[src/design/looper_pkg.sv]
package looper_pkg;

	localparam int NUM_LANES = 4;
	localparam int DATA_W    = 16;
	localparam int PREG_W    = 6;
	localparam int NUM_PREGS = 64;
	localparam int ROB_IDX_W = 6;
	localparam int MODE_W    = 3;

	// alu mode codes
	localparam logic [MODE_W-1:0] MODE_ADD = 3'd0;
	localparam logic [MODE_W-1:0] MODE_SUB = 3'd1;
	localparam logic [MODE_W-1:0] MODE_AND = 3'd2;
	localparam logic [MODE_W-1:0] MODE_OR  = 3'd3;
	localparam logic [MODE_W-1:0] MODE_XOR = 3'd4;
	localparam logic [MODE_W-1:0] MODE_SHL = 3'd5;
	localparam logic [MODE_W-1:0] MODE_SHR = 3'd6;
	localparam logic [MODE_W-1:0] MODE_MUL = 3'd7;

	// issued instruction as it leaves the scheduler
	typedef struct packed {
		logic                 valid;
		logic [ROB_IDX_W-1:0] rob_idx;
		logic [PREG_W-1:0]    src1;
		logic [PREG_W-1:0]    src2;
		logic [PREG_W-1:0]    dst;
		logic                 imm_vld;
		logic [DATA_W-1:0]    imm;
		logic                 ldi;
		logic [MODE_W-1:0]    mode;
		logic                 inv_rt;
		logic                 reg_wrt;
	} issue_pkt_t;

	// operands already resolved, ready for a lane
	typedef struct packed {
		logic                 valid;
		logic [ROB_IDX_W-1:0] rob_idx;
		logic [PREG_W-1:0]    dst;
		logic                 reg_wrt;
		logic [MODE_W-1:0]    mode;
		logic                 inv_rt;
		logic                 ldi;
		logic [DATA_W-1:0]    op_a;
		logic [DATA_W-1:0]    op_b;
	} lane_op_t;

	// finished instruction, also the completion report
	typedef struct packed {
		logic                 valid;
		logic [ROB_IDX_W-1:0] rob_idx;
		logic [PREG_W-1:0]    dst;
		logic                 reg_wrt;
		logic [DATA_W-1:0]    data;
	} lane_result_t;

endpackage

[src/design/operand_fetch.sv]
`timescale 1ns/1ns

module operand_fetch (
	input  logic                          clk,
	input  logic                          rst_n,
	input  looper_pkg::issue_pkt_t        issue   [looper_pkg::NUM_LANES],
	output logic [looper_pkg::PREG_W-1:0] rd_addr [2*looper_pkg::NUM_LANES],
	input  logic [looper_pkg::DATA_W-1:0] rd_data [2*looper_pkg::NUM_LANES],
	output looper_pkg::lane_op_t          lane_op [looper_pkg::NUM_LANES]
);

	import looper_pkg::*;

	logic       iss_vld [NUM_LANES];
	issue_pkt_t iss_q   [NUM_LANES];

	always_ff @(posedge clk or negedge rst_n) begin
		if (!rst_n) begin
			for (int l = 0; l < NUM_LANES; l++) begin
				iss_vld[l] <= 1'b0;
			end
		end else begin
			for (int l = 0; l < NUM_LANES; l++) begin
				iss_vld[l] <= issue[l].valid;
			end
		end
	end

	always_ff @(posedge clk) begin
		iss_q <= issue;
	end

	// two read ports per lane, src1 on the even one
	always_comb begin
		for (int l = 0; l < NUM_LANES; l++) begin
			rd_addr[2*l]   = iss_q[l].src1;
			rd_addr[2*l+1] = iss_q[l].src2;
		end
	end

	always_comb begin
		for (int l = 0; l < NUM_LANES; l++) begin
			lane_op[l].valid   = iss_vld[l];
			lane_op[l].rob_idx = iss_q[l].rob_idx;
			lane_op[l].dst     = iss_q[l].dst;
			lane_op[l].reg_wrt = iss_q[l].reg_wrt;
			lane_op[l].mode    = iss_q[l].mode;
			lane_op[l].inv_rt  = iss_q[l].inv_rt;
			lane_op[l].ldi     = iss_q[l].ldi;
			lane_op[l].op_a    = rd_data[2*l];
			// immediate replaces src2
			lane_op[l].op_b    = iss_q[l].imm_vld ? iss_q[l].imm : rd_data[2*l+1];
		end
	end

	for (genvar l = 0; l < NUM_LANES; l++) begin : g_chk
		a_pkt_known: assert property (
			@(posedge clk) disable iff (!rst_n)
			iss_vld[l] |-> !$isunknown(iss_q[l])
		) else $error("lane %0d issued packet has unknown bits", l);
	end

endmodule

[config.mk]
export PLATFORM = sky130hd
export DESIGN_NAME = operand_fetch
export DESIGN_NICKNAME = d
export VERILOG_FILES = /design/src/design/looper_pkg.sv /design/src/design/operand_fetch.sv
export SDC_FILE = /design/constraint.sdc
export NUM_CORES = 1
export LEC_CHECK = 0
export ABC_AREA = 1
export BUFFER_PORTS_ARGS = -buffer_cell sky130_fd_sc_hd__buf_2
export CORE_AREA = 3 3 222 224
export DETAILED_ROUTE_END_ITERATION = 16
export DIE_AREA = 0 0 225 227
export PLACE_DENSITY = 0.38
export SYNTH_ARGS = -nofsm -noshare
export SYNTH_HDL_FRONTEND = slang
export SYNTH_SLANG_ARGS = --single-unit
[constraint.sdc]
create_clock -name clk -period 1.5 [get_ports clk]
set_input_delay 0.3 -clock clk [delete_from_list [all_inputs] [get_ports clk]]
set_output_delay 0.3 -clock clk [all_outputs]
set_load 0.05 [all_outputs]
; ---- Word level (Yosys, flattened, before mapping)
; Index checks and enable logic that the tools add are counted.
; W data, S select, Z words.
[totals]
elab_cells = 48
ff_bits = 192
ramBits = 0
n_memories = 0
mem_bits_ro = 0
in_bits = 322
latch_bits = 0
[classes]
div = 0
add_sub_neg = 0
n_bitwise = 0
shifts = 0
order_cmp = 0
multipliers = 0
mux = 4
n_reduce_logical = 0
n_eq_ne = 0
[op_table]
columns = op, count
row1 = $mux W16, 4

; ---- Logic depth before layout (Yosys ltp)
; Gate-level depths: netlist (run 1).
[depth]
ltp_word = 1
mapped_depth = 5

; ---- Least setup slack after synthesis (run 1)
; Ideal clock, no wire load.
[synth_timing]
path_kind = register to output
start = register iss_q[166] in the netlist's numbering
end = output port lane_op[156] in the netlist's numbering
required_time_ns = 1.200
arrival_ns = 0.977
stages_incl_launch_ff = 6
path_slack_ns = 0.223
n_path_buf = 2
path_cell_list = dfxtp_1 > buf_6 > inv_8 > buf_6 > nand2_1 > nand2_1
[synth_rtl]
columns = element, line
row1 = "start, declared", operand_fetch.sv:15  ; issue_pkt_t iss_q [NUM_LANES];
row2 = "start signal, assigned", operand_fetch.sv:30  ; iss_q <= issue;
row3 = "end, declared", operand_fetch.sv:9  ; output looper_pkg::lane_op_t lane_op [looper_pkg::NUM_LANES]

==> flow_summary.yaml, run 1 <==
timing:
  period_needed_ns: 1.70
  maxSlewHeadroom_pct: 80.3
  max_freq_mhz: 587
  fin_crit_sh_pct: 114
  fin_hold_ws_ns: 0.225
  setup_violations: 64
  rsz0062_at_grt: "yes"
  timing.final.ws_setup_ns: -0.205
  tightest_slew_ns: 0.297
  final_hold_viol_count: 0
  slew_viol_final: 0
layout:
  final_cells: 1690
  syn2layout_area_growth_pct: 83.8
  utilization_pct: 23.9
  num-nets-final: 1382
  finalInstanceArea_sq_mm: 0.0114
  drive_gt1_share_pct: 55.5
critical_path:
  cp.arrival_ns: 1.40
  path_buf_inv: 3
  startpoint_type: "register"
  critPathTopFamily: "buffers and inverters"
  timing.critical_path.mode_cell: "nand2_4"
  critPathMaxFanout: 8
  worst_path_max_delay_cell: "dfxtp_4"
  slowest_delay_ns: 0.37
  worstSetupPathType: "reg2out"
  path_depth: 5
  crit_chain: "buf_12 > inv_16 > nand2_4 > nand2_4 > buf_8"
  worstPathRequired_ns: 1.20
  worst_setup_path_end_kind: "primary output"
detailed_routing:
  wl_met2_um: 14100
  drt_iter0_markers: 68
  top_layer: "met4"
  routed_wirelength_um: 26100
  ant_nets: 0
  routedWlPerCell_um: 15.4
  met3RoutedLength_um: 2370
  viasPerCell: 3.12
  drc: 0
  dr_total_vias: 5281
  first_pass_iters: 4
  wl_met1_um: 7530
floorplan:
  die_w_um: 225
  die_area_sq_mm: 0.0511
  core_area_sq_mm: 0.0475
  io_pins: 574
  initial_core_util_pct: 13.0
  fp.dieH_um: 227
  rows: 80
yosys:
  yosysUniqueCellTypes: 10
  syn_area_sq_mm: 0.00617
  ys_seq_elements: 192
  yosys_warnings: 0
  synth_area_per_cell_sq_um: 10.6
  synth_cells: 584
  yosysSeqAreaShare_pct: 62.6
  synth_fp_nets: 906
cts:
  clock_path_buffers: 2
  clk_pin_slew_ns: 0.08
  cts_tree: "built"
  cts_made_buffers: 17
  htreeDepth: 4
  cts.sinks: 192
  clockRootBuffer: "clkbuf_16"
outcome:
  outcome: "complete, but fails checks"
  violations: "setup timing"
global_routing:
  grt_pass1_wl_um: 34900
  grtUsageTotal_pct: 9.80
  grt_pass1_vias: 5744
  grt_max_degree: 20
  grt_remaining_overflow: 0
  antenna_found_initial: 3
power_and_ir_drop:
  power_density_mw_per_mm2: 1130
  power.leakage_nw: 5.51
  vdd_drop_max_mv: 0.687
worst_hold_path:
  hold_path_class: "in2async"
flow_run:
  cap_violations: 0
placed_design:
  dp.cells: 1456
  dp_hpwl_um: 19200
  numPortBuffers: 445
  globalplace.congestion: 0.704
  place_area_sq_mm: 0.00773
## synth_stat cells
library cell	n	area, sq um
buf_4	184	1380
clkbuf_8	2	27.5
buf_6	9	101
nand2_1	183	687
nand2_2	9	56.3
buf_8	1	15.0
dfrtp_1	4	100
inv_8	3	33.8
dfxtp_1	188	3760
inv_6	1	8.76
## area by class of cell
type	instances	area (sq um)
tap	615	769
inverter	4	76.3
clock inverter	14	150
timing repair inverter	4	67.6
sequential	192	3880
timing repair buffer	649	4860
fill	5028	36200
antenna	2	5.00
clock buffer	18	429
multi-input combinational	192	1120
## logic make-up after synthesis
| family | count (synthesis) | synth area share [%] |
|---|---|---|
| buffers and inverters | 200 | 25.4 |
| flip-flops | 192 | 62.6 |
| AND/OR/NAND/NOR | 192 | 12.0 |
## metrics by stage
stage | setup WS, ns | setup TNS, ns | total power, W
3_5_place_dp | 0.123 | 0 | 0.00760
4_1_cts | -0.258 | -14.87 | 0.0131
2_1_floorplan | 0.223 | 0 | 0.00758
3_3_place_gp | 0.125 | 0 | 0.00759
5_1_grt | -0.285 | -15.47 | 0.0134
6_report | -0.205 | -9.88 | 0.0128
## final timing paths
| check | end | startpoint |
|---|---|---|
| max | lane_op[108] | iss_q[118] |
| min in group clk | iss_q[106] | issue[106] |
| max in group asynchronous | lane_op[203] | rst_n |
| min | lane_op[152] | rst_n |
## cells in the final DEF, fill, tap and decap left out
cell type and instances:
buf_12 6, buf_2 380, buf_4 5, buf_6 28, buf_8 37, clkbuf_1 1, clkbuf_16 17, clkinv_2 1
clkinv_4 5, clkinv_8 3, clkinvlp_4 1, dfrtp_1 4, dfxtp_1 184, dfxtp_2 1, dfxtp_4 3, diode_2 2
dlygate4sd3_1 193, inv_12 2, inv_16 5, inv_8 5, nand2_1 96, nand2_2 65, nand2_4 31
## where the power goes
group          internal (W)  switching (W)  total [W]
logic               0.00115        0.00173    0.00289
registers           0.00537      0.0000791    0.00545
clock network       0.00221        0.00230    0.00451
total               0.00873        0.00411     0.0128
## routing by layer
layer	GRT usage [%]	vias to the layer above
li1	-	2527
met1	7.67	2362
met2	18.4	298
met3	4.19	94
met4	8.63	0
met5	0	-
## sequential cells by signal (all words and copies together), names as in the netlist
register  flops
iss_q        68
rd_addr      48
lane_op      76
## timing repair
action,in CTS,in global routing
cloned,6,0
setup buffers,2,0
setup endpoints to repair,65,64
hold endpoints to repair,196,0
gates resized for setup,240,84
pin swaps,19,14
hold buffers,193,0
Power figures use the tool's default switching activity.
==> run 2: changes to the inputs <==
clock period = 2.06 ns   (was 1.5 ns; I/O delays follow)
==> run 2 against run 1 <==
Net effect: the flow now finishes without violations; first-iteration DRC count fell by 19%; sequential share of layout area increased by 5.1 points; sequential power shrank 27%; combinational power decreased by 41%; worst setup slack gained 0.32 ns; core utilization shrank 3.2 points; non-clock buffer count is 43 lower; die area unchanged; critical path depth down 1; flip-flop and latch count stayed put; total power decreased by 30%; critical path type unchanged; highest routed layer is now met5.
==> flow_summary.yaml, run 2 (synthesis gave the netlist of run 1 again) <==
detailed_routing:
  first_pass_iters: 4
  routed_wirelength_um: 24000
  ant_nets: 0
  drt_iter0_markers: 55
  dr_total_vias: 4963
  routedWlPerCell_um: 14.6
  drc: 0
  viasPerCell: 3.02
timing:
  fin_hold_ws_ns: 0.0530
  tightest_slew_ns: 0.394
  fin_tns_setup_ns: 0
  final_hold_viol_count: 0
  fin_crit_sh_pct: 94.3
  setup_violations: 0
  slew_viol_final: 0
  max_freq_mhz: 515
  maxSlewHeadroom_pct: 73.9
  period_needed_ns: 1.94
layout:
  final_cell_mix: "buf_2, dfxtp_1, nand2_1"
  syn2layout_area_growth_pct: 59.4
  drive_gt1_share_pct: 48.2
  largest_register_ffs: 76
  final_common_cell: "buf_2"
  num-nets-final: 1335
  utilization_pct: 20.7
outcome:
  outcome: "finished, final reports clean"
critical_path:
  worst_path_max_delay_cell: "dfxtp_2"
  worstPathRequired_ns: 1.65
  worstSetupPathType: "reg2out"
  cp.arrival_ns: 1.53
  timing.critical_path.mode_cell: "nand2_1"
  worst_setup_path_end_kind: "primary output"
  slowest_delay_ns: 0.42
  startpoint_type: "register"
  critPathMaxFanout: 13
  crit_chain: "buf_4 > nand2_1 > nand2_1 > buf_2"
global_routing:
  grtUsageTotal_pct: 8.96
  met1_usage_pct: 7.16
  grt_pass1_wl_um: 32100
  grt_pass1_vias: 5306
  grt_use_met2_pct: 16.6
  grt_max_degree: 19
  met3_usage_pct: 3.98
  grt.busiest_layer: "met2"
  grt_remaining_overflow: 0
  antenna_found_initial: 3
power_and_ir_drop:
  pwr-share-seq_pct: 44.3
  internal-power_w: 0.00618
  clockPowerShare_pct: 36.7
  swShare_pct: 30.9
  power_density_mw_per_mm2: 909
  switchingPower_w: 0.00276
  vdd_drop_max_mv: 0.452
  power.leakage_nw: 4.94
  p_comb_share_pct: 19.0
flow_run:
  cap_violations: 0
floorplan:
  die_area_sq_mm: 0.0511
  io_pins: 574
  core_area_sq_mm: 0.0475
  rows: 80
  fp.dieH_um: 227
  initial_core_util_pct: 13.0
  die_w_um: 225
cts:
  post_cts_buffers: 0
  clock_path_buffers: 2
  clockRootBuffer: "clkbuf_16"
  cts_made_buffers: 17
  clk_pin_slew_ns: 0.07
  cts.sinks: 192
  htreeDepth: 4
  cts_tree: "built"
placed_design:
  dp_hpwl_um: 19500
  numPortBuffers: 445
  globalplace.congestion: 0.724
worst_hold_path:
  hold_path_class: "in2reg"
-- run 2: final timing paths --
kind | start | end | slack (ns) | cells past startpoint
max | iss_q[166] | lane_op[161] | 0.12 | 4
min | issue[9] | iss_q[9] | 0.05 | 1
max in group asynchronous | rst_n | lane_op[203] | 1.57 | 2
min in group asynchronous | rst_n | lane_op[50] | 0.35 | 2
-- run 2: cell type report --
cell class | instances | area [sq um]
inverter | 4 | 42.5
clock inverter | 15 | 149
antenna | 1 | 2.50
fill | 5217 | 37700
timing repair buffer | 606 | 3840
clock buffer | 17 | 425
tap | 615 | 769
multi-input combinational | 192 | 743
sequential | 192 | 3860
-- run 2: routing by layer --
metal  vias to the layer above  wire (um)
met2                       297      12800
met4                         2       1690
met5                         -         13
met3                        77       2360
li1                       2435          -
met1                      2152       7090
-- run 2: what timing repair did --
action | 4_1_cts | 5_1_grt
setup endpoints to repair | 13 | 10
resized for setup | 1 | 6
hold buffers | 157 | 0
pin swaps | 0 | 0
hold endpoints to repair | 160 | 0
-- run 2: metrics by stage --
stage	power [W]	std cells	instance area, sq um	worst slack, ns
5_1_grt	0.00938	1642	9840	-0.000721
3_3_place_gp	0.00552	1452	7680	0.505
4_1_cts	0.00916	1641	9820	0.0116
2_1_floorplan	0.00552	584	6170	0.671
3_5_place_dp	0.00553	1452	7680	0.479
6_report	0.00895	1642	9840	0.118
-- run 2: worst max-delay path, delay by kind of cell, from the launching register on --
family        cells  cell delay (ns)
simple gates      2             0.15
buf+inv           2             0.49
flops             1             0.42
-- run 2: power by group through the flow --
stage,Sequential (W),Combinational [W],Clock [W]
3_3_place_gp,0.00405,0.00147,0
3_5_place_dp,0.00405,0.00148,0
2_1_floorplan,0.00405,0.00147,0
6_report,0.00396,0.00170,0.00328
5_1_grt,0.00398,0.00179,0.00360
4_1_cts,0.00397,0.00172,0.00347
==> run 3: changes to the inputs <==
RECOVER_POWER = 50   (was unset)
==> run 3 against run 2 <==
Net effect: flip-flop and latch count is the same; via count about the same; non-clock buffer count did not move; cell count is the same; combinational power hardly changed; first-iteration DRC count increased by 1.8%; global-route usage did not move; sequential power is essentially flat; die area unchanged; fmax rose by 0.12%; wire length is essentially flat; core utilization about the same.
==> flow_summary.yaml, run 3 (synthesis gave the netlist of run 1 again) <==
layout:
  final_cells: 1642
  num-nets-final: 1335
  largest_register_ffs: 76
  final_cell_mix: "buf_2, dfxtp_1, nand2_1"
  syn2layout_area_growth_pct: 59.2
  finalInstanceArea_sq_mm: 0.00983
  utilization_pct: 20.7
  final_common_cell: "buf_2"
  drive_gt1_share_pct: 47.4
timing:
  maxSlewHeadroom_pct: 72.9
  period_needed_ns: 1.94
  fin_hold_ws_ns: 0.0528
  tightest_slew_ns: 0.409
  final_hold_viol_count: 0
  fin_crit_sh_pct: 94.2
  slew_viol_final: 0
  setup_violations: 0
  max_freq_mhz: 516
critical_path:
  worstPathRequired_ns: 1.65
  critPathMaxFanout: 13
  startpoint_type: "register"
  slowest_delay_ns: 0.42
  worst_path_max_delay_cell: "dfxtp_2"
  worstSetupPathType: "reg2out"
  crit_chain: "buf_4 > nand2_1 > nand2_1 > buf_2"
  cp.arrival_ns: 1.53
  worst_setup_path_end_kind: "primary output"
  timing.critical_path.mode_cell: "nand2_1"
global_routing:
  grt_pass1_wl_um: 32100
  grt_use_met2_pct: 16.6
  grt_max_degree: 19
  grtUsageTotal_pct: 8.96
  met3_usage_pct: 3.98
  grt_pass1_vias: 5306
  grt_remaining_overflow: 0
  antenna_found_initial: 3
  grt.busiest_layer: "met2"
  met1_usage_pct: 7.16
cts:
  cts_tree: "built"
  clk_pin_slew_ns: 0.07
  cts.sinks: 192
  clock_path_buffers: 2
  clockRootBuffer: "clkbuf_16"
  cts_made_buffers: 17
  htreeDepth: 4
outcome:
  outcome: "finished, final reports clean"
floorplan:
  initial_core_util_pct: 13.0
  core_area_sq_mm: 0.0475
  rows: 80
  io_pins: 574
  die_area_sq_mm: 0.0511
  die_w_um: 225
  fp.dieH_um: 227
placed_design:
  globalplace.congestion: 0.724
  numPortBuffers: 445
  place_area_sq_mm: 0.00768
  dp_hpwl_um: 19500
  dp.cells: 1452
detailed_routing:
  drt_iter0_markers: 56
  viasPerCell: 3.02
  drc: 0
  dr_total_vias: 4959
  routedWlPerCell_um: 14.6
  ant_nets: 0
  first_pass_iters: 4
  routed_wirelength_um: 24000
power_and_ir_drop:
  vdd_drop_max_mv: 0.452
  power_density_mw_per_mm2: 910
  power.leakage_nw: 4.91
flow_run:
  cap_violations: 0
worst_hold_path:
  hold_path_class: "in2reg"
[run 3: cell count changes in the layout (fill, tap and decap cells not counted), sizes merged]
cell,previous run,this run
clkbuf,22,31
buf,444,435
[run 3: report_power, final]
part / internal, W / leakage (nW) / switching (W) / total, W
Combinational: 0.000567 / 3.01 / 0.00113 / 0.00170
Sequential: 0.00391 / 1.63 / 0.0000535 / 0.00396
Clock: 0.00170 / 0.272 / 0.00158 / 0.00328
[run 3: final timing paths]
kind,start,end,slack [ns],depth (start not counted)
setup / recovery,iss_q[166],lane_op[161],0.12,4
max in group asynchronous,rst_n,lane_op[203],1.40,2
hold / removal,issue[9],iss_q[9],0.05,1
min in group asynchronous,rst_n,lane_op[50],0.41,2
[run 3: worst max-delay path, delay by kind of cell (launching register included)]
family | cells | cell delay (ns)
buffers and inverters | 2 | 0.49
and+or+nand+nor | 2 | 0.15
DFF | 1 | 0.42
[run 3: final cells by class]
type	count	area, sq um
flip-flops and latches	192	3860
multi-input cells	192	743
clock inverters	15	149
clock buffers	17	425
well taps	615	769
fillers	5224	37700
inverters	4	42.5
diodes	1	2.50
repair buffers	606	3830
[run 3: repair_timing]
action / CTS / global route
setup endpoints to repair: 13 / 10
hold buffers: 157 / 0
hold endpoints to repair: 160 / 0
resized for setup: 1 / 6
setup buffers: 0 / 0
[run 3: stage by stage]
stage          setup slack, ns  setup TNS [ns]  total power [W]
2_1_floorplan            0.671               0          0.00552
3_3_place_gp             0.505               0          0.00552
3_5_place_dp             0.479               0          0.00553
4_1_cts                 0.0116               0          0.00916
5_1_grt              -0.000721       -0.000721          0.00937
6_report                 0.120               0          0.00894
[run 3: routing by layer]
layer / wire length [um] / vias up
met5: 13 / -
met4: 1700 / 2
met3: 2370 / 79
met2: 12800 / 299
met1: 7090 / 2144
li1: - / 2435
