==> config.mk <==
export PLATFORM = sky130hd
export DESIGN_NAME = writeback_collect
export DESIGN_NICKNAME = d
export VERILOG_FILES = /design/src/design/looper_pkg.sv /design/src/design/writeback_collect.sv
export SDC_FILE = /design/constraint.sdc
export NUM_CORES = 1
export LEC_CHECK = 0
export ABC_CLOCK_PERIOD_IN_PS = 1200
export BUFFER_PORTS_ARGS = -buffer_cell sky130_fd_sc_hd__buf_2
export CAP_MARGIN = 10
export CORE_AREA = 2 2 129 131
export DETAILED_ROUTE_END_ITERATION = 6
export DIE_AREA = 0 0 131 133
export PLACE_DENSITY = 0.52
export SLEW_MARGIN = 0
export SYNTH_ARGS = -nofsm -noshare
export SYNTH_HDL_FRONTEND = slang
export SYNTH_SLANG_ARGS = --single-unit
==> constraint.sdc <==
create_clock -name clk -period 1.2 [get_ports clk]
set_input_delay 0.12 -clock clk [delete_from_list [all_inputs] [get_ports clk]]
set_output_delay 0.12 -clock clk [all_outputs]
set_load 0.005 [all_outputs]
==> src/design/looper_pkg.sv <==
package looper_pkg;

	localparam int NUM_LANES = 4;
	localparam int DATA_W    = 16;
	localparam int PREG_W    = 6;
	localparam int NUM_PREGS = 64;
	localparam int ROB_IDX_W = 6;
	localparam int MODE_W    = 3;

	// alu mode codes
	localparam logic [MODE_W-1:0] MODE_ADD = 3'd0;
	localparam logic [MODE_W-1:0] MODE_SUB = 3'd1;
	localparam logic [MODE_W-1:0] MODE_AND = 3'd2;
	localparam logic [MODE_W-1:0] MODE_OR  = 3'd3;
	localparam logic [MODE_W-1:0] MODE_XOR = 3'd4;
	localparam logic [MODE_W-1:0] MODE_SHL = 3'd5;
	localparam logic [MODE_W-1:0] MODE_SHR = 3'd6;
	localparam logic [MODE_W-1:0] MODE_MUL = 3'd7;

	// issued instruction as it leaves the scheduler
	typedef struct packed {
		logic                 valid;
		logic [ROB_IDX_W-1:0] rob_idx;
		logic [PREG_W-1:0]    src1;
		logic [PREG_W-1:0]    src2;
		logic [PREG_W-1:0]    dst;
		logic                 imm_vld;
		logic [DATA_W-1:0]    imm;
		logic                 ldi;
		logic [MODE_W-1:0]    mode;
		logic                 inv_rt;
		logic                 reg_wrt;
	} issue_pkt_t;

	// operands already resolved, ready for a lane
	typedef struct packed {
		logic                 valid;
		logic [ROB_IDX_W-1:0] rob_idx;
		logic [PREG_W-1:0]    dst;
		logic                 reg_wrt;
		logic [MODE_W-1:0]    mode;
		logic                 inv_rt;
		logic                 ldi;
		logic [DATA_W-1:0]    op_a;
		logic [DATA_W-1:0]    op_b;
	} lane_op_t;

	// finished instruction, also the completion report
	typedef struct packed {
		logic                 valid;
		logic [ROB_IDX_W-1:0] rob_idx;
		logic [PREG_W-1:0]    dst;
		logic                 reg_wrt;
		logic [DATA_W-1:0]    data;
	} lane_result_t;

endpackage

==> src/design/writeback_collect.sv <==
`timescale 1ns/1ns

module writeback_collect (
	input  logic                             clk,
	input  logic                             rst_n,
	input  looper_pkg::lane_result_t         lane_result [looper_pkg::NUM_LANES],
	output logic [looper_pkg::NUM_LANES-1:0] wr_en,
	output logic [looper_pkg::PREG_W-1:0]    wr_addr     [looper_pkg::NUM_LANES],
	output logic [looper_pkg::DATA_W-1:0]    wr_data     [looper_pkg::NUM_LANES],
	output looper_pkg::lane_result_t         completion  [looper_pkg::NUM_LANES]
);

	import looper_pkg::*;

	logic                 cmp_vld [NUM_LANES];
	lane_result_t         cmp_q   [NUM_LANES];
	logic [NUM_LANES-1:0] wr_taken;

	// higher lane wins on a shared dst
	always_comb begin
		for (int l = 0; l < NUM_LANES; l++) begin
			wr_en[l]   = lane_result[l].valid && lane_result[l].reg_wrt;
			wr_addr[l] = lane_result[l].dst;
			wr_data[l] = lane_result[l].data;
			for (int h = l + 1; h < NUM_LANES; h++) begin
				if (lane_result[h].valid && lane_result[h].reg_wrt &&
				    (lane_result[h].dst == lane_result[l].dst)) begin
					wr_en[l] = 1'b0;
				end
			end
		end
	end

	// every valid result is reported even when not written
	always_ff @(posedge clk or negedge rst_n) begin
		if (!rst_n) begin
			for (int l = 0; l < NUM_LANES; l++) begin
				cmp_vld[l] <= 1'b0;
			end
		end else begin
			for (int l = 0; l < NUM_LANES; l++) begin
				cmp_vld[l] <= lane_result[l].valid;
			end
		end
	end

	always_ff @(posedge clk) begin
		cmp_q <= lane_result;
	end

	always_comb begin
		for (int l = 0; l < NUM_LANES; l++) begin
			completion[l]       = cmp_q[l];
			completion[l].valid = cmp_vld[l];
		end
	end

	// dst of each lane reaches the file through its own or a higher port
	always_comb begin
		for (int l = 0; l < NUM_LANES; l++) begin
			wr_taken[l] = wr_en[l];
			for (int h = l + 1; h < NUM_LANES; h++) begin
				if (wr_en[h] && (wr_addr[h] == lane_result[l].dst)) begin
					wr_taken[l] = 1'b1;
				end
			end
		end
	end

	for (genvar l = 0; l < NUM_LANES; l++) begin : g_chk
		a_wr_not_lost: assert property (
			@(posedge clk) disable iff (!rst_n)
			(lane_result[l].valid && lane_result[l].reg_wrt) |-> wr_taken[l]
		) else $error("lane %0d write to p%0d is lost", l, lane_result[l].dst);
	end

endmodule

* Word level (Yosys, flattened, before mapping)
Index checks and enable logic that the tools add are counted.
** Storage, ports and cells
- Bits in registers :: 120
- Input bits :: 122
- Output and inout port bits :: 212
** Operators by class
- Eq/ne operators :: 6
- Mux-type cells :: 6
- Reduce and logical (&&, ||, !) cells :: 10
** Operators by type and width (count)
- equality test 6 bit :: 6
- logical AND 1 bit :: 10
- 2-to-1 mux 1 bit :: 6

* Depth between registers and ports, before layout
Gate-level depths: netlist of the first run.
- Depth in word-level cells :: 5
- Mapped depth :: 4
- Mapped depth without buffers :: 4

* Least setup slack after synthesis of the first run
OpenSTA, ideal clock, no wires.
- Kind :: input port to output port
- Start point :: input lane_result[47] (netlist bit)
- End point :: output wr_en[0] (netlist bit)
- Arrival :: 0.980 ns
- Setup slack :: 0.100 ns
- Stages :: 4
- Buffers on the path :: 0
- Cell sequence :: xor2_1 or4_1 nor4_2 nor4_1
** Between the ends
- Longest elaborated chain between the ends :: 4
** Ends and longest elaborated chain
- start: declaration :: line writeback_collect.sv:6 : input looper_pkg::lane_result_t lane_result [looper_pkg::NUM_LANES],
- equality test 6 bit
- logical AND 1 bit :: line writeback_collect.sv:26 : if (lane_result[h].valid && lane_result[h].reg_wrt &&
- 2-to-1 mux 1 bit (2 in series) :: line writeback_collect.sv:26
- end: declaration :: line writeback_collect.sv:7 : output logic [looper_pkg::NUM_LANES-1:0] wr_en,
No other way between the ends.

* Worst setup path in the final report of the first run
- Start point :: input lane_result[109] (netlist bit)
- End point :: output wr_en[0] (netlist bit)
** Between the ends
- Longest elaborated chain between the ends :: 5
- Elaborated cells on any way between the ends :: 9
- Classes of those cells :: eq/ne: 3; mux: 3; reduce/logical: 3
** Ends and longest elaborated chain (line)
- equality test 6 bit
- logical AND 1 bit :: writeback_collect.sv:26
- 2-to-1 mux 1 bit (2 in series) :: writeback_collect.sv:26
- 2-to-1 mux 1 bit * :: writeback_collect.sv:26
Mark *: on every way between the ends. The rest lies on a longest branch, timed or not.

==> metrics.yaml, run 1 <==
status:
  status: "finished with violations"
  failed_checks: "negative setup slack"
critical_path:
  critical-path-max-stage-delay_ps: 480
  crit_path_start_kind: "input port"
  path_common_cell: "buf_2"
  slowest_stage: "or4_1"
  crit_required_ps: 1080
  critical_path_class: "in -> out"
  critical_path_arrival_ps: 1290
  critPathTopFamily: "simple AND/OR/NAND/NOR gates"
  path_buf_inv: 2
  crit_chain: "buf_2 > xor2_2 > or4_1 > nor4_2 > nor4_1 > buf_2"
  cp-end-kind: "primary output"
  crit_fanout: 2
sta:
  rsz0062_at_grt: "yes"
  tightestPinTransition_ps: 304.9
  fin_ws_ps: -205.5
  holdWs_ps: 14.59
  setup_violations: 2
  finalHoldViolCount: 0
  relSlewSlack: 0.7948
  min_period_over_period: 1.171
  period_needed_ps: 1405
  fmax_ghz: 0.7115
  final-max-slew-violation-count: 0
detailed_routing:
  postRouteAntennaNets: 0
  first_iter_violations: 34
  dr_total_vias: 3279
  drt_first_pass_iters: 4
  wl_per_cell_um: 14.46
  drc_errors: 0
  viasPerCell: 3.656
  finalWirelength_um: 12970
yosys:
  synthArstFlopShare: 0.03333
  synth.distinct_cells: 14
  synth.cell_area_mm2: 0.003523
  ys_ff_latch: 120
  syn_avg_cell_area_um2: 13.35
  yosysSeqAreaShare: 0.6875
  synth_edf_count: 0
  synth.yosys.warnings: 0
  synth_nets: 386
  syn_inst: 264
  synth_ff_type: "dfxtp_1"
global_routing:
  grt_max_degree: 17
  antenna_found_initial: 0
  overflow: 0
  grt_use_total: 0.1420
  grt_pass1_vias: 3507
  grt_pass1_wl_um: 18240
clock_network:
  htreeDepth: 4
  numCtsBuffers: 17
  cts_root_buffer: "clkbuf_16"
  path_clk_slew_ps: 50
  clk_path_buf_depth: 2
  tritoncts: "yes"
  cts.sinks: 120
floorplan:
  dieArea_mm2: 0.01742
  die_height_um: 133
  core_area_mm2: 0.01617
  num_io_pins: 334
  row_count: 47
  die_w_um: 131
  start_util: 0.2179
finish:
  layout_common_cells: "327 x buf_2, 119 x dlygate4sd3_1, 116 x dfxtp_1"
  final-seq-area_mm2: 0.002422
  finalNetCount: 786
  multi_input_area_um2: 498.0
  design_area_mm2: 0.006829
  drive_above_1_share: 0.5761
  mostFrequentLayoutCell: "buf_2"
  largest_reg_flops: 120
  nFillCells: 1526
  syn_to_final_growth_pct: 93.82
  diodes: 0
job:
  cap_violations: 0
hold_path:
  hp-class: "in -> reg"
power_and_ir_drop:
  p_leak_uw: 0.003405
  power_uw: 10660
  ir_drop_mv: 0.8414
  powerDensity_mw_per_mm2: 1561
placement:
  hpwl_um: 9422
  dp_slack_ps: -317.3
  numPortBuffers: 333
  place_area_mm2: 0.004917
  globalplace.congestion: 0.7949
stage by stage:
step | utilization | cells | TNS (ps)
6_report | 0.4223 | 897 | -355.2
5_1_grt | 0.4223 | 897 | -511.1
4_1_cts | 0.4180 | 896 | -435.6
3_5_place_dp | 0.3041 | 744 | -627.6
3_3_place_gp | 0.3041 | 744 | -589.0
2_1_floorplan | - | 264 | 0
cells in the mapped netlist, types with 2 or more instances:
cell type | n | share of area
nand2_1 | 4 | 0.0043
or4_1 | 2 | 0.0043
nand4_1 | 3 | 0.0053
buf_4 | 88 | 0.19
nor4_1 | 5 | 0.0089
dfxtp_1 | 116 | 0.66
dfrtp_1 | 4 | 0.028
xor2_1 | 22 | 0.055
xnor2_1 | 14 | 0.035
nor4_2 | 2 | 0.0071
cell type report:
cell class / instances / area share
timing repair buffer: 469 / 0.4439
clock buffer: 18 / 0.06284
sequential: 120 / 0.3547
multi-input combinational: 56 / 0.07292
tap: 220 / 0.04031
clock inverter: 14 / 0.02528
per-layer routing:
metal | share of wire | routed length [µm] | track usage | up-vias
met5 | 0 | 0 | 0 | -
met4 | 0.020 | 259 | 0.05615 | 0
met3 | 0.092 | 1194 | 0.05944 | 17
met2 | 0.53 | 6818 | 0.2619 | 189
met1 | 0.36 | 4698 | 0.1373 | 1522
li1 | - | - | - | 1551
logic make-up (layout without fill, tap and decap cells):
kind of cell	count (synthesis)	after routing	synth area share
AND/OR/NAND/NOR	20	20	0.03551
flip-flops	120	120	0.6875
buffers and inverters	88	501	0.1875
XOR/XNOR	36	36	0.08949
report_power, final:
group / switching [µW] / leakage (µW) / internal (µW)
combinational: 513 / 0.00209 / 757
sequential: 50.6 / 0.00103 / 4200
clock: 1850 / 0.000291 / 3280
total: 2420 / 0.00341 / 8240
worst paths after layout:
check | slack [ps] | depth (start not counted) | start | end
hold / removal | 10 | 2 | lane_result[21] | completion[21]
setup / recovery | -210 | 6 | lane_result[109] | wr_en[0]
min in group asynchronous | 80 | 2 | rst_n | completion[59]
max in group asynchronous | 960 | 2 | rst_n | completion[89]
repair_timing:
action / CTS / global route
pin swaps: 6 / 7
hold buffers: 120 / 0
gates resized for setup: 9 / 12
hold endpoints to repair: 123 / 0
setup buffers: 0 / 1
endpoints found under the setup margin: 3 / 4
Power figures use the tool's default switching activity.
==> run 2: changes to the inputs <==
- ABC_CLOCK_PERIOD_IN_PS: 1200 -> 1300
- clock period: 1.2 -> 1.3 ns (I/O delays scaled with it)
==> run 2 against run 1 <==
  * The run still ends with negative setup slack left
  * Setup slack gained 95 ps
  * Via count down 0.34%
  * First-iteration DRC count increased by 29%
  * Combinational power decreased by 7%
  * Critical endpoint is now wr_en[1]
  * Non-clock buffer count is 2 lower
  * Count of clock-buffer cells in the layout unchanged
  * Power decreased by 9.3%
  * Clock power down 11%
  * Critical path depth unchanged
  * Final cell count shrank 0.22%
  * Sequential share of layout area increased by 0.16 points
  * Critical path type unchanged
  * Core utilization shrank 0.19 points
==> metrics.yaml, run 2 (synthesis gave the netlist of run 1 again) <==
clock_network:
  path_clk_slew_ps: 60
  numCtsBuffers: 17
  htreeDepth: 4
  clk_path_buf_depth: 2
  cts.sinks: 120
  cts_root_buffer: "clkbuf_16"
  tritoncts: "yes"
floorplan:
  num_io_pins: 334
  die_height_um: 133
  core_area_mm2: 0.01617
  dieArea_mm2: 0.01742
  start_util: 0.2179
  die_w_um: 131
  row_count: 47
placement:
  numPortBuffers: 333
  globalplace.congestion: 0.7913
  dp_cells: 740
  hpwl_um: 9522
  place_area_mm2: 0.004887
detailed_routing:
  first_iter_violations: 44
  dr_total_vias: 3268
  viasPerCell: 3.651
  finalWirelength_um: 13220
  drc_errors: 0
  postRouteAntennaNets: 0
  drt_first_pass_iters: 4
  wl_per_cell_um: 14.77
sta:
  tightestPinTransition_ps: 290.7
  final-max-slew-violation-count: 0
  fin_ws_ps: -110.8
  relSlewSlack: 0.8055
  setup_violations: 2
  rsz0062_at_grt: "yes"
  fmax_ghz: 0.7088
  period_needed_ps: 1411
  finalHoldViolCount: 0
  min_period_over_period: 1.085
finish:
  layout_common_cells: "328 x buf_2, 121 x dlygate4sd3_1, 116 x dfxtp_1"
  design_area_mm2: 0.006799
  utilization: 0.4204
  syn_to_final_growth_pct: 92.97
  drive_above_1_share: 0.5748
  diodes: 0
  finalNetCount: 784
  mostFrequentLayoutCell: "buf_2"
  largest_reg_flops: 120
  final_cells: 895
hold_path:
  hp-class: "in -> async"
critical_path:
  crit_required_ps: 1170
  critical_path_class: "in -> out"
  crit_path_start_kind: "input port"
  cp-end-kind: "primary output"
  critical_path_arrival_ps: 1280
  crit_fanout: 2
power_and_ir_drop:
  powerDensity_mw_per_mm2: 1422
  p_leak_uw: 0.003364
  ir_drop_mv: 0.7844
global_routing:
  antenna_found_initial: 0
  grt_use_total: 0.1439
  overflow: 0
  grt_pass1_wl_um: 18520
  grt_pass1_vias: 3555
  grt_max_degree: 17
job:
  cap_violations: 0
status:
  failed_checks: "negative setup slack"
  status: "finished with violations"
[run 2: cell types whose count changed in the layout (fill, tap and decap cells not counted), sizes merged]
cell and delta:
inv -1, dlymetal6s4s -1, buf -3, clkinv -1, dlygate4sd3 +2, bufinv -1
clkinvlp +3
[run 2: repair_timing]
action / 4_1_cts / 5_1_grt
setup buffers: 0 / 2
gates resized for setup: 9 / 13
hold endpoints to repair: 124 / 0
hold buffers: 121 / 0
setup endpoints to repair: 2 / 3
pin swaps: 0 / 6
[run 2: worst paths after layout]
path / start / end / slack, ps / cells after the start
max: lane_result[50] / wr_en[1] / -110 / 6
min: rst_n / completion[59] / 90 / 2
max in group asynchronous: rst_n / completion[89] / 1030 / 2
min in group clk: lane_result[113] / completion[113] / 360 / 2
[run 2: where the power goes]
part           leakage [µW]  switching [µW]  total [µW]  internal (µW)
Clock              0.000269            1740        4570           2830
Sequential          0.00103            46.5        3930           3880
Combinational       0.00207             482        1180            694
Total               0.00336            2270        9670           7400
[run 2: routing by layer]
layer	vias to the layer above	wire [µm]	global-route usage
met3	12	1152	0.05135
met5	-	0	0
met2	199	6950	0.2648
met4	0	233	0.06265
li1	1545	-	-
met1	1512	4879	0.1426
[run 2: area by class of cell]
class	instances	area, µm²
tap	220	275.3
clock inverter	14	151.4
clock buffer	18	429.2
multi-input combinational	56	510.5
timing repair buffer	467	3010
sequential	120	2422
fill	1539	9373
[run 2: stage by stage]
stage	total power (µW)	worst slack [ps]	hold slack (ps)	setup TNS, ps
CTS	9769	-121.7	65.64	-240.4
global route	10100	-160.3	77.56	-336.0
floorplan	4355	179.8	-165.6	0
global placement	4849	-223.6	-26.36	-428.9
finish	9669	-110.8	94.90	-205.0
detailed placement	4858	-259.4	-26.24	-511.1
[run 2: worst max-delay path, stage by stage]
cell and delay (ps):
buf_4 120, xor2_1 150, or4_4 530, nor4_4 140
nor3_1 70, buf_2 140
==> run 3: changes to the inputs <==
- ABC_AREA: default -> 1
- CORE_AREA: 2 2 129 131 -> 2 2 131 133
- DIE_AREA: 0 0 131 133 -> 0 0 133 135
- TNS_END_PERCENT: default -> 30
==> run 3 against run 2 <==
  * The run now ends clean
  * Setup slack gained 300 ps
  * Non-clock buffer count shrank 13
  * Synthesized area grew 5.6%
  * Hold slack lost 35 ps
  * Via count grew 10%
  * Critical path depth grew 3
  * Flip-flop and latch count is the same
  * Power grew 1.4%
  * Core utilization shrank 0.48 points
==> metrics.yaml, run 3 <==
power_and_ir_drop:
  p_leak_uw: 0.003600
  seqPwrFrac: 0.400
  powerDensity_mw_per_mm2: 1437
  ir_drop_mv: 0.8107
  netSwitchingPower_uw: 2276
  switching_share: 0.2322
  p_comb_frac: 0.116
  internal_power_uw: 7525
  pwr-share-clk: 0.483
yosys:
  post-synth-top-area-fraction: 0.6243
  synth.yosys.warnings: 0
  synth.distinct_cells: 15
  synth_ff_type: "dfxtp_1"
  yosysMostFrequentCell: "dfxtp_1"
  yosysSeqAreaShare: 0.6512
  synth.cell_area_mm2: 0.003720
  syn_avg_cell_area_um2: 10.19
  syn_inst: 365
  synthArstFlopShare: 0.03333
  yosysTopAreaCell: "dfxtp_1"
  synth_edf_count: 0
  ys_ff_latch: 120
  synth.top_cells.by_count: "116 x dfxtp_1, 89 x nand2_1, 88 x buf_4, 29 x inv_1, 16 x nor2_1"
  synth_nets: 487
  synth_area_leaders: "dfxtp_1 62%, buf_4 18%, nand2_1 9.0%"
critical_path:
  crit_chain: "buf_2 > inv_1 > nand2_1 > nand2_1 > nor2_1 > nand2_1 > o21ai_1 > nor2_1 > buf_2"
  path_common_cell: "nand2_1"
  slowest_stage: "buf_2"
  critical_path_arrival_ps: 980
  critical-path-max-stage-delay_ps: 130
  crit_fanout: 5
  critical_path_class: "in -> out"
  crit_required_ps: 1170
  critPathTopFamily: "simple AND/OR/NAND/NOR gates"
  path_buf_inv: 3
  cp-end-kind: "primary output"
  crit_path_start_kind: "input port"
global_routing:
  overflow: 0
  grt_use_total: 0.1477
  grt_pass1_wl_um: 19530
  grt_pass1_vias: 3487
  antenna_found_initial: 0
  grt_max_degree: 17
placement:
  globalplace.congestion: 0.7959
  dp_cells: 830
  numPortBuffers: 333
  dp_slack_ps: 173.5
  hpwl_um: 10250
floorplan:
  die_height_um: 135
  die_w_um: 133
  core_area_mm2: 0.01641
  dieArea_mm2: 0.01796
  num_io_pins: 334
  row_count: 47
  start_util: 0.2267
clock_network:
  tritoncts: "yes"
  cts_root_buffer: "clkbuf_16"
  path_clk_slew_ps: 60
  cts.sinks: 120
  numCtsBuffers: 17
  htreeDepth: 4
  clk_path_buf_depth: 2
finish:
  final_cells: 983
  layout_common_cells: "333 x buf_2, 121 x dlygate4sd3_1, 116 x dfxtp_1"
  largest_reg_flops: 120
  diodes: 0
  mostFrequentLayoutCell: "buf_2"
  syn_to_final_growth_pct: 83.32
  finalNetCount: 872
  utilization: 0.4156
  drive_above_1_share: 0.4810
sta:
  holdWs_ps: 59.54
  relSlewSlack: 0.8370
  period_needed_ps: 1114
  setup_violations: 0
  tns_ps: 0
  finalHoldViolCount: 0
  fmax_ghz: 0.8980
  min_period_over_period: 0.8566
  tightestPinTransition_ps: 244.0
  rsz0062_at_grt: "no"
  final-max-slew-violation-count: 0
  fin_ws_ps: 186.4
detailed_routing:
  first_iter_violations: 108
  finalWirelength_um: 13620
  m1WireLength_um: 5239
  top_layer_used: "met4"
  drt_first_pass_iters: 4
  dr_total_vias: 3594
  dr_wl_met3_um: 1156
  wl_per_cell_um: 13.86
  viasPerCell: 3.656
  postRouteAntennaNets: 0
  wl_met2_um: 7026
  drc_errors: 0
status:
  status: "complete, no violations"
job:
  cap_violations: 0
hold_path:
  hp-class: "in -> async"
-- run 3: cell type report --
| cell class | instances | area, µm² |
|---|---|---|
| clock inverters | 12 | 140.1 |
| repair buffers | 454 | 2878 |
| inverters | 31 | 116.4 |
| clock buffers | 20 | 466.7 |
| fillers | 1586 | 9588 |
| flip-flops and latches | 120 | 2422 |
| multi-input cells | 126 | 520.5 |
| well taps | 220 | 275.3 |
-- run 3: power groups by stage --
| stage | combinational, µW | sequential, µW | clock [µW] |
|---|---|---|---|
| 3_3_place_gp | 867 | 4000 | 0 |
| 3_5_place_dp | 867 | 4000 | 0 |
| 5_1_grt | 1250 | 3940 | 5050 |
| 2_1_floorplan | 349 | 4040 | 0 |
| 6_report | 1140 | 3920 | 4740 |
| 4_1_cts | 1160 | 3920 | 4870 |
-- run 3: metrics by stage --
stage          power, µW  instance area, µm²
6_report            9801                6819
5_1_grt            10230                6819
4_1_cts             9951                6819
3_5_place_dp        4866                5001
3_3_place_gp        4864                5001
2_1_floorplan       4387                3720
-- run 3: how the worst max path moves through the flow --
| stage | startpoint | end | slack, ps | depth (start not counted) |
|---|---|---|---|---|
| finish | lane_result[79] | wr_en[1] | 190 | 9 |
| global route | lane_result[79] | wr_en[1] | 70 | 9 |
| CTS | lane_result[29] | wr_en[0] | 170 | 9 |
| detailed placement | lane_result[29] | wr_en[0] | 170 | 9 |
| global placement | lane_result[29] | wr_en[0] | 150 | 9 |
| floorplan | lane_result[107] | wr_en[0] | 590 | 9 |
-- run 3: cells by family (layout without fill, tap and decap cells) --
logic type,after synthesis,in the layout,share of synthesized area
AND/OR/NAND/NOR,113,113,0.1177
buffers and inverters,119,517,0.2089
flip-flops,120,120,0.6512
XOR/XNOR,4,4,0.009420
AO/OA/AOI/OAI,9,9,0.01278
-- run 3: layer usage --
metal  track usage  up-vias
met1        0.1618     1609
met2        0.2617      181
met3       0.05931       13
met5             0        -
li1              -     1791
met4       0.04779        0
-- run 3: repair_timing --
item                                    CTS  global route
endpoints found under the hold margin   124             0
gates resized for setup                   0             0
hold buffers                            121             0
endpoints found under the setup margin    0             0
buffers inserted                          0             0
